$ cat src/source/isaPkg.sv
package isaPkg;

	// major opcode in the top nibble of every instruction word
	typedef enum logic [3:0] {
		opAlu    = 4'd0,	// register form, func selects the operation
		opAddi   = 4'd1,	// rd = rd + imm8
		opMovi   = 4'd2,	// rd = imm8
		opLoad   = 4'd4,	// rd = mem[dataBase + rs[7:0]]
		opStore  = 4'd5,	// mem[dataBase + rs[7:0]] = rd
		opBranch = 4'd6,	// forward only, rd field is the condition
		opHalt   = 4'd15	// stop until reset
	} opcodeE;
	// 3, 7..14 unused, core treats them as nop

	// function field of register form, low nibble
	typedef enum logic [3:0] {
		fnAdd = 4'd0,
		fnSub = 4'd1,
		fnAnd = 4'd2,
		fnOr  = 4'd3,
		fnXor = 4'd4,
		fnShl = 4'd5,	// amount is rs[3:0]
		fnShr = 4'd6,	// logical, zero fill
		fnCmp = 4'd7	// flags only, rd left alone
	} aluFuncE;

	// branch condition, sits where rd normally is
	typedef enum logic [3:0] {
		condAlways = 4'd0,
		condEq     = 4'd1,	// zero set
		condNe     = 4'd2,	// zero clear
		condLo     = 4'd3,	// unsigned less than from cmp
		condLt     = 4'd4,	// signed less than from cmp
		condCs     = 4'd5	// carry set
	} condE;
	// anything above condCs never branches

	// opcode | rd | rs | func
	typedef struct packed {
		opcodeE    opcode;
		logic [3:0] rd;
		logic [3:0] rs;
		aluFuncE   func;
	} regFormT;

	// opcode | rd | imm8
	// also used by branch, imm8 is then the unsigned forward offset
	typedef struct packed {
		opcodeE    opcode;
		logic [3:0] rd;
		logic [7:0] imm;
	} immFormT;

	// one fetched word, read either way
	typedef union packed {
		regFormT r;
		immFormT i;
	} instrU;

endpackage

$ cat src/source/corePkg.sv
package corePkg;

	// request toward the single port ram
	// read data comes back one cycle after addr
	typedef struct packed {
		logic [15:0] addr;
		logic        we;		// one cycle strobe, store only
		logic [15:0] wrData;
	} memReqT;

	// five flag leds, carry on the msb
	typedef struct packed {
		logic carry;	// add carry out, sub borrow
		logic low;		// unsigned a < b from cmp
		logic overflow;	// signed overflow of add/sub
		logic zero;		// a == b from cmp
		logic negative;	// signed a < b from cmp
	} flagsT;

	// sequencer states
	// three cycles per instruction, load/store add stMemory
	typedef enum logic [2:0] {
		stFetch   = 3'd0,	// pc on the address bus
		stDecode  = 3'd1,	// ram word arrives, latched into ir
		stExecute = 3'd2,	// write back, pc update
		stMemory  = 3'd3,	// data access for load/store
		stHalted  = 3'd4	// parked until reset
	} stateE;

endpackage

$ cat src/source/registerFile.sv
`timescale 1ns/1ps

module registerFile (
	input  logic        clk,
	input  logic        rstN,
	input  logic [3:0]  rdAddr,
	input  logic [3:0]  rsAddr,
	output logic [15:0] rdVal,
	output logic [15:0] rsVal,
	input  logic        we,
	input  logic [3:0]  wrAddr,
	input  logic [15:0] wrData,
	output logic [15:0] r1
);

	logic [15:0] regs [16];	// r0 is writable like the rest

	// single write port, lands on the clock edge
	always_ff @(posedge clk or negedge rstN) begin
		if (!rstN) begin
			for (int i = 0; i < 16; i++) begin
				regs[i] <= 16'h0000;
			end
		end else if (we) begin
			regs[wrAddr] <= wrData;
		end
	end

	// combinational reads, no bypass
	// a write shows up on the read port the cycle after
	assign rdVal = regs[rdAddr];
	assign rsVal = regs[rsAddr];

	assign r1 = regs[1];	// board display tap

endmodule

$ cat src/source/alu.sv
`timescale 1ns/1ps

module alu (
	input  isaPkg::aluFuncE func,
	input  logic [15:0]     a,			// rd value
	input  logic [15:0]     b,			// rs value
	input  corePkg::flagsT  flagsIn,	// current flag register
	output logic [15:0]     result,
	output corePkg::flagsT  flagsOut
);

	logic [16:0] sum;		// bit 16 is carry out
	logic [16:0] diff;		// bit 16 is borrow
	logic        addOvf;
	logic        subOvf;
	logic [3:0]  shamt;

	assign sum = {1'b0, a} + {1'b0, b};
	assign diff = {1'b0, a} - {1'b0, b};

	// same sign in, other sign out
	assign addOvf = (a[15] == b[15]) && (sum[15] != a[15]);
	// signs differ and result took the sign of b
	assign subOvf = (a[15] != b[15]) && (diff[15] != a[15]);

	assign shamt = b[3:0];	// only the low nibble of rs counts

	always_comb begin
		result = a;			// cmp and unknown funcs pass rd through
		flagsOut = flagsIn;	// untouched unless the op says so

		case (func)
			isaPkg::fnAdd: begin
				result = sum[15:0];
				flagsOut.carry = sum[16];
				flagsOut.overflow = addOvf;
			end
			isaPkg::fnSub: begin
				result = diff[15:0];
				flagsOut.carry = diff[16];	// set on borrow
				flagsOut.overflow = subOvf;
			end
			isaPkg::fnAnd: result = a & b;
			isaPkg::fnOr:  result = a | b;
			isaPkg::fnXor: result = a ^ b;
			isaPkg::fnShl: result = a << shamt;
			isaPkg::fnShr: result = a >> shamt;	// logical
			isaPkg::fnCmp: begin
				// carry and overflow keep their old value
				flagsOut.zero = (a == b);
				flagsOut.low = (a < b);
				flagsOut.negative = ($signed(a) < $signed(b));
			end
			default: begin
				result = a;
				flagsOut = flagsIn;
			end
		endcase
	end

endmodule

$ cat src/source/controlUnit.sv
`timescale 1ns/1ps

module controlUnit #(
	parameter logic [15:0] resetVector = 16'h0000,	// first fetch address
	parameter logic [15:0] dataBase = 16'hF000		// 256 word data page
) (
	input  logic            clk,
	input  logic            rstN,
	output corePkg::memReqT mem,
	input  logic [15:0]     readData,
	output logic            halted,
	output corePkg::flagsT  flags,
	output logic [3:0]      rdAddr,
	output logic [3:0]      rsAddr,
	input  logic [15:0]     rdVal,
	input  logic [15:0]     rsVal,
	output logic            regWe,
	output logic [3:0]      wrAddr,
	output logic [15:0]     wrData,
	output isaPkg::aluFuncE aluFunc,
	input  logic [15:0]     aluResult,
	input  corePkg::flagsT  aluFlags
);

	corePkg::stateE state;
	logic [15:0]    pc;
	isaPkg::instrU  ir;			// holds the word for execute and memory
	corePkg::flagsT flagReg;

	isaPkg::opcodeE opcode;
	isaPkg::condE   cond;
	logic           isMemOp;	// load or store
	logic           taken;
	logic [15:0]    immExt;		// imm8 zero extended
	logic [15:0]    dataAddr;
	logic [15:0]    pcNext;

	// field decode, both views of the same word
	assign opcode = ir.r.opcode;
	assign cond = isaPkg::condE'(ir.i.rd);	// branch reuses the rd nibble
	assign immExt = {8'h00, ir.i.imm};
	assign isMemOp = (opcode == isaPkg::opLoad) || (opcode == isaPkg::opStore);

	assign rdAddr = ir.r.rd;
	assign rsAddr = ir.r.rs;
	assign aluFunc = ir.r.func;

	assign dataAddr = dataBase + {8'h00, rsVal[7:0]};	// page offset from rs low byte

	// branch decision off the latched flags
	always_comb begin
		case (cond)
			isaPkg::condAlways: taken = 1'b1;
			isaPkg::condEq:     taken = flagReg.zero;
			isaPkg::condNe:     taken = !flagReg.zero;
			isaPkg::condLo:     taken = flagReg.low;
			isaPkg::condLt:     taken = flagReg.negative;
			isaPkg::condCs:     taken = flagReg.carry;
			default:            taken = 1'b0;
		endcase
	end

	// forward only, offset counts from the next word
	assign pcNext = pc + 16'd1 + ((opcode == isaPkg::opBranch && taken) ? immExt : 16'h0000);

	// write back source select
	always_comb begin
		case (opcode)
			isaPkg::opAddi: wrData = rdVal + immExt;
			isaPkg::opMovi: wrData = immExt;
			isaPkg::opLoad: wrData = readData;	// valid in stMemory
			default:        wrData = aluResult;
		endcase
	end

	assign wrAddr = ir.r.rd;

	// alu ops, addi, movi in execute; load one cycle later
	always_comb begin
		regWe = 1'b0;
		if (state == corePkg::stExecute) begin
			if (opcode == isaPkg::opAlu) begin
				regWe = (ir.r.func != isaPkg::fnCmp);	// cmp only touches flags
			end else if (opcode == isaPkg::opAddi || opcode == isaPkg::opMovi) begin
				regWe = 1'b1;
			end
		end else if (state == corePkg::stMemory) begin
			regWe = (opcode == isaPkg::opLoad);
		end
	end

	// data address goes out in execute so load data is back for memory
	assign mem.addr = (state != corePkg::stFetch && isMemOp) ? dataAddr : pc;
	assign mem.we = (state == corePkg::stMemory) && (opcode == isaPkg::opStore);
	assign mem.wrData = rdVal;	// store writes rd

	assign halted = (state == corePkg::stHalted);
	assign flags = flagReg;

	// sequencer, pc, ir and flag register
	always_ff @(posedge clk or negedge rstN) begin
		if (!rstN) begin
			state <= corePkg::stFetch;
			pc <= resetVector;
			ir <= '0;
			flagReg <= '0;
		end else begin
			case (state)
				corePkg::stFetch: state <= corePkg::stDecode;
				corePkg::stDecode: begin
					ir <= readData;	// ram answered the fetch address
					state <= corePkg::stExecute;
				end
				corePkg::stExecute: begin
					pc <= pcNext;
					if (opcode == isaPkg::opAlu) begin
						flagReg <= aluFlags;	// alu already kept the unaffected bits
					end
					if (opcode == isaPkg::opHalt) begin
						state <= corePkg::stHalted;
					end else if (isMemOp) begin
						state <= corePkg::stMemory;
					end else begin
						state <= corePkg::stFetch;
					end
				end
				corePkg::stMemory: state <= corePkg::stFetch;
				default: state <= corePkg::stHalted;	// stays here until rstN
			endcase
		end
	end

endmodule

$ cat src/source/cpuCore.sv
`timescale 1ns/1ps

module cpuCore #(
	parameter logic [15:0] resetVector = 16'h0000,
	parameter logic [15:0] dataBase = 16'hF000
) (
	input  logic            clk,
	input  logic            rstN,
	output corePkg::memReqT mem,
	input  logic [15:0]     readData,	// one cycle behind mem.addr
	output logic [15:0]     r1,
	output corePkg::flagsT  flags,
	output logic            halted
);

	// register file side
	logic [3:0]  rdAddr;
	logic [3:0]  rsAddr;
	logic [15:0] rdVal;
	logic [15:0] rsVal;
	logic        regWe;
	logic [3:0]  wrAddr;
	logic [15:0] wrData;

	// alu side
	isaPkg::aluFuncE aluFunc;
	logic [15:0]     aluResult;
	corePkg::flagsT  aluFlags;

	controlUnit #(
		.resetVector(resetVector),
		.dataBase(dataBase)
	) ctrl (
		.clk(clk),
		.rstN(rstN),
		.mem(mem),
		.readData(readData),
		.halted(halted),
		.flags(flags),
		.rdAddr(rdAddr),
		.rsAddr(rsAddr),
		.rdVal(rdVal),
		.rsVal(rsVal),
		.regWe(regWe),
		.wrAddr(wrAddr),
		.wrData(wrData),
		.aluFunc(aluFunc),
		.aluResult(aluResult),
		.aluFlags(aluFlags)
	);

	registerFile regs (
		.clk(clk),
		.rstN(rstN),
		.rdAddr(rdAddr),
		.rsAddr(rsAddr),
		.rdVal(rdVal),
		.rsVal(rsVal),
		.we(regWe),
		.wrAddr(wrAddr),
		.wrData(wrData),
		.r1(r1)
	);

	alu alu0 (
		.func(aluFunc),
		.a(rdVal),			// rd op rs
		.b(rsVal),
		.flagsIn(flags),	// unaffected bits fed back
		.result(aluResult),
		.flagsOut(aluFlags)
	);

endmodule

$ cat config.mk
export PLATFORM = sky130hd
export DESIGN_NAME = cpuCore
export DESIGN_NICKNAME = d
export VERILOG_FILES = /design/src/source/isaPkg.sv /design/src/source/corePkg.sv /design/src/source/registerFile.sv /design/src/source/alu.sv /design/src/source/controlUnit.sv /design/src/source/cpuCore.sv
export SDC_FILE = /design/constraint.sdc
export NUM_CORES = 1
export LEC_CHECK = 0
export ABC_AREA = 1
export BUFFER_PORTS_ARGS = -buffer_cell sky130_fd_sc_hd__buf_2
export CAP_MARGIN = 20
export CORE_ASPECT_RATIO = 0.6
export CORE_MARGIN = 2
export CORE_UTILIZATION = 52
export DETAILED_ROUTE_END_ITERATION = 12
export PLACE_DENSITY = 0.7
export SKIP_LAST_GASP = 1
export SLEW_MARGIN = 20
export SYNTH_ARGS = -nofsm -noshare
export SYNTH_HDL_FRONTEND = slang
export SYNTH_SLANG_ARGS = --single-unit
$ cat constraint.sdc
create_clock -name clk -period 8.6 [get_ports clk]
set_clock_uncertainty 0.15 [all_clocks]
set_input_delay 1.29 -clock clk [delete_from_list [all_inputs] [get_ports clk]]
set_output_delay 1.29 -clock clk [all_outputs]
set_load 0.02 [all_outputs]
==> results_dict.tcl <==
set metrics [dict create \
    grt.total_usage_pct 40.9 \
    antenna_found_initial 2 \
    setup_viol 0 \
    synth_nets 3558 \
    die_y_um 163 \
    coreArea_mm2 0.0418 \
    netlist_area_mm2 0.0220 \
    synth.largest_area_cell "dfrtp_1" \
    wl_met2_um 35000 \
    netlist_instances 3471 \
    cts-resized-gates 0 \
    cts_tree "done" \
    status "finished, final reports clean" \
    io_pins 73 \
    startpoint_type "flop" \
    row_count 58 \
    synth_cell_types 53 \
    layout_common_cells "1576 x nand2_1, 292 x dfrtp_1, 273 x inv_1" \
    tns_ns 0 \
    start_util_pct 52.6 \
    synth_top_area_share_pct 33.7 \
    dr.first_iter.drc_count 3701 \
    period_share_pct 71.6 \
    critPathMaxFanout 60 \
    m1WireLength_um 39300 \
    vias 24084 \
    io_buffers 72 \
    cts-hold-fix-buffers 0 \
    clk-insertion-delay-late_ns 0.61 \
    avgViaCountPerCell 6.00 \
    period_minus_slack_ns 6.15 \
    final-hold-violation-count 0 \
    grt_pass1_wl_um 137000 \
    grt_pass1_vias 22225 \
    die_area_mm2 0.0440 \
    worstPathArrival_ns 6.49 \
    cts_buffer_depth 3 \
    highest_layer "met4" \
    ant_nets 0 \
    syn_to_final_growth_pct 6.36 \
    met3_length_um 14600 \
    grt_max_degree 152 \
    synth_warnings 0 \
    fin_ws_ns 2.45 \
    syn_avg_cell_area_um2 6.34 \
    finalMaxSlewViolations 0 \
    clk_pin_slew_ns 0.06 \
    wire_per_inst_um 22.8 \
    maxSlewHeadroom_pct 24.4 \
    drcViolationCount 0 \
    worst_pin_slew_ns 1.13 \
    grt-ovfl-total 0 \
    fp.dieW_um 270 \
    drive_gt1_share_pct 7.93 \
    cts_buffers 30 \
    clock_sinks 296 \
    fill_cells 4181 \
    place_congestion 1.09 \
    yosys-top-cells-area "dfrtp_1 34%, nand2_1 27%, o21ai_0 5.4%" \
    async_flop_share_pct 100 \
    final_cells 4015 \
    cp-end-kind "flop" \
    wirelength_um 91400 \
    clock-root-buffer "clkbuf_16" \
    ys_ff_latch 296 \
    layout_commonest_cell "nand2_1" \
    seq_area_frac_synth_pct 33.7 \
    synth-main-ff-cell "dfrtp_1" \
    final_nets 3508 \
    dp_cells 3959 \
    first_pass_iters 6 \
    crit_type "flop to flop" \
    synth_edf_count 0 \
    rsz0062_at_grt "false" \
    max-cap-violations 0 \
    htree_num_levels 1 \
    dpl_worst_slack_ns 2.77 \
    hold_class "flop to flop" \
    worstPathRequired_ns 8.94 \
    cts_setup_buffers 0 \
    place.detailed.hpwl_um 65300 \
    clock.fmax_mhz 163 \
]
[cell families (layout without fill, tap and decap cells)]
group / count (synthesis) / after routing / synth area share, %
XOR/XNOR: 18 / 18 / 0.717
AO/OA/AOI/OAI: 498 / 498 / 12.7
other: 0 / 1 / 0
buffers and inverters: 503 / 476 / 10.4
adder cells (fa/ha/maj): 69 / 69 / 4.06
multiplexers: 1 / 1 / 0.0512
AND/OR/NAND/NOR: 2086 / 2086 / 38.3
flip-flops: 296 / 296 / 33.7
[layout make-up]
class	count	area, um^2	area share [%]
clock buffer	41	842	3.60
antenna	1	2.50	0.0107
inverter	313	1180	5.05
sequential	296	7420	31.7
multi-input combinational	2672	12300	52.7
clock inverter	14	238	1.02
tap	570	713	3.05
timing repair buffer	108	666	2.85
[stage by stage]
step / cell area, um^2 / util (%) / hold slack (ns)
2_1_floorplan: 22000 / - / 0.284
3_3_place_gp: 22300 / 53.4 / 0.298
3_5_place_dp: 22300 / 53.4 / 0.317
4_1_cts: 23400 / 56.0 / 0.334
5_1_grt: 23400 / 56.0 / 0.350
6_report: 23400 / 56.0 / 0.330
[Yosys cell counts, drive strengths merged, types with 2 or more instances]
master and count:
dfrtp 296, and2 5, o221ai 30, o31ai 3
a31oi 7, o21bai 4, fa 4, nor4 3
xor2 15, inv 311, or2 7, clkbuf 68
buf 122, o22ai 22, a21oi 117, nor2 212
clkinv 2, nand3 208, a21boi 3, o211ai 29
nand2 1613, a32oi 2, nand4 14, ha 65
a22oi 2, nor3 23, a221oi 5, o21ai 267
xnor2 3
[sequential cells by signal, indices dropped and copies added, names as in the netlist]
| name | count |
|---|---|
| regs.regs | 240 |
| ctrl.ir | 16 |
| ctrl.pc | 16 |
| ctrl.state | 3 |
| regs.r1 | 16 |
| ctrl.flags | 5 |
[critical path, cell delays in order (launching register included)]
cell and delay (ns):
dfrtp_4 0.83, clkinv_2 0.56, o211ai_1 0.32, nand3_1 0.11
nand3_1 0.10, nand2_1 0.12, buf_4 0.26, inv_2 0.49
ha_1 0.41, inv_1 0.17, nand2_1 0.10, o21ai_0 0.66
nand2_1 0.10, nand2_1 0.18, nand2_1 0.15, nand2_1 0.10
nand2_1 0.05, a31oi_1 0.14, nand4_1 0.17, o21ai_1 0.30
nand2_2 0.30, nand2_1 0.15, nand2_1 0.07
[final timing paths]
kind                                                  from                          to  slack (ns)  cells past startpoint
worst max-delay path                ctrl.ir[4]$_DFFE_PN0P_   regs.regs[94]$_DFFE_PN0P_        2.45                     22
worst min-delay path            regs.regs[222]$_DFFE_PN0P_  regs.regs[222]$_DFFE_PN0P_        0.33                      2
worst max register to register      ctrl.ir[4]$_DFFE_PN0P_   regs.regs[94]$_DFFE_PN0P_        2.45                     22
worst min register to register  regs.regs[222]$_DFFE_PN0P_  regs.regs[222]$_DFFE_PN0P_        0.33                      2
max in group asynchronous                             rstN      ctrl.ir[8]$_DFFE_PN0P_        6.23                      2
min in group asynchronous                             rstN  regs.regs[132]$_DFFE_PN0P_        0.55                      1
[per-layer routing]
metal  GRT usage [%]  up-vias
met1            59.8    11369
met2            54.8     1665
met5               0        -
met4            11.9        0
li1                -    10857
met3            16.3      193
Power is left out: the tool's default activity adds up to more than one toggle a clock period on the data nets, which glitch-free logic cannot reach.
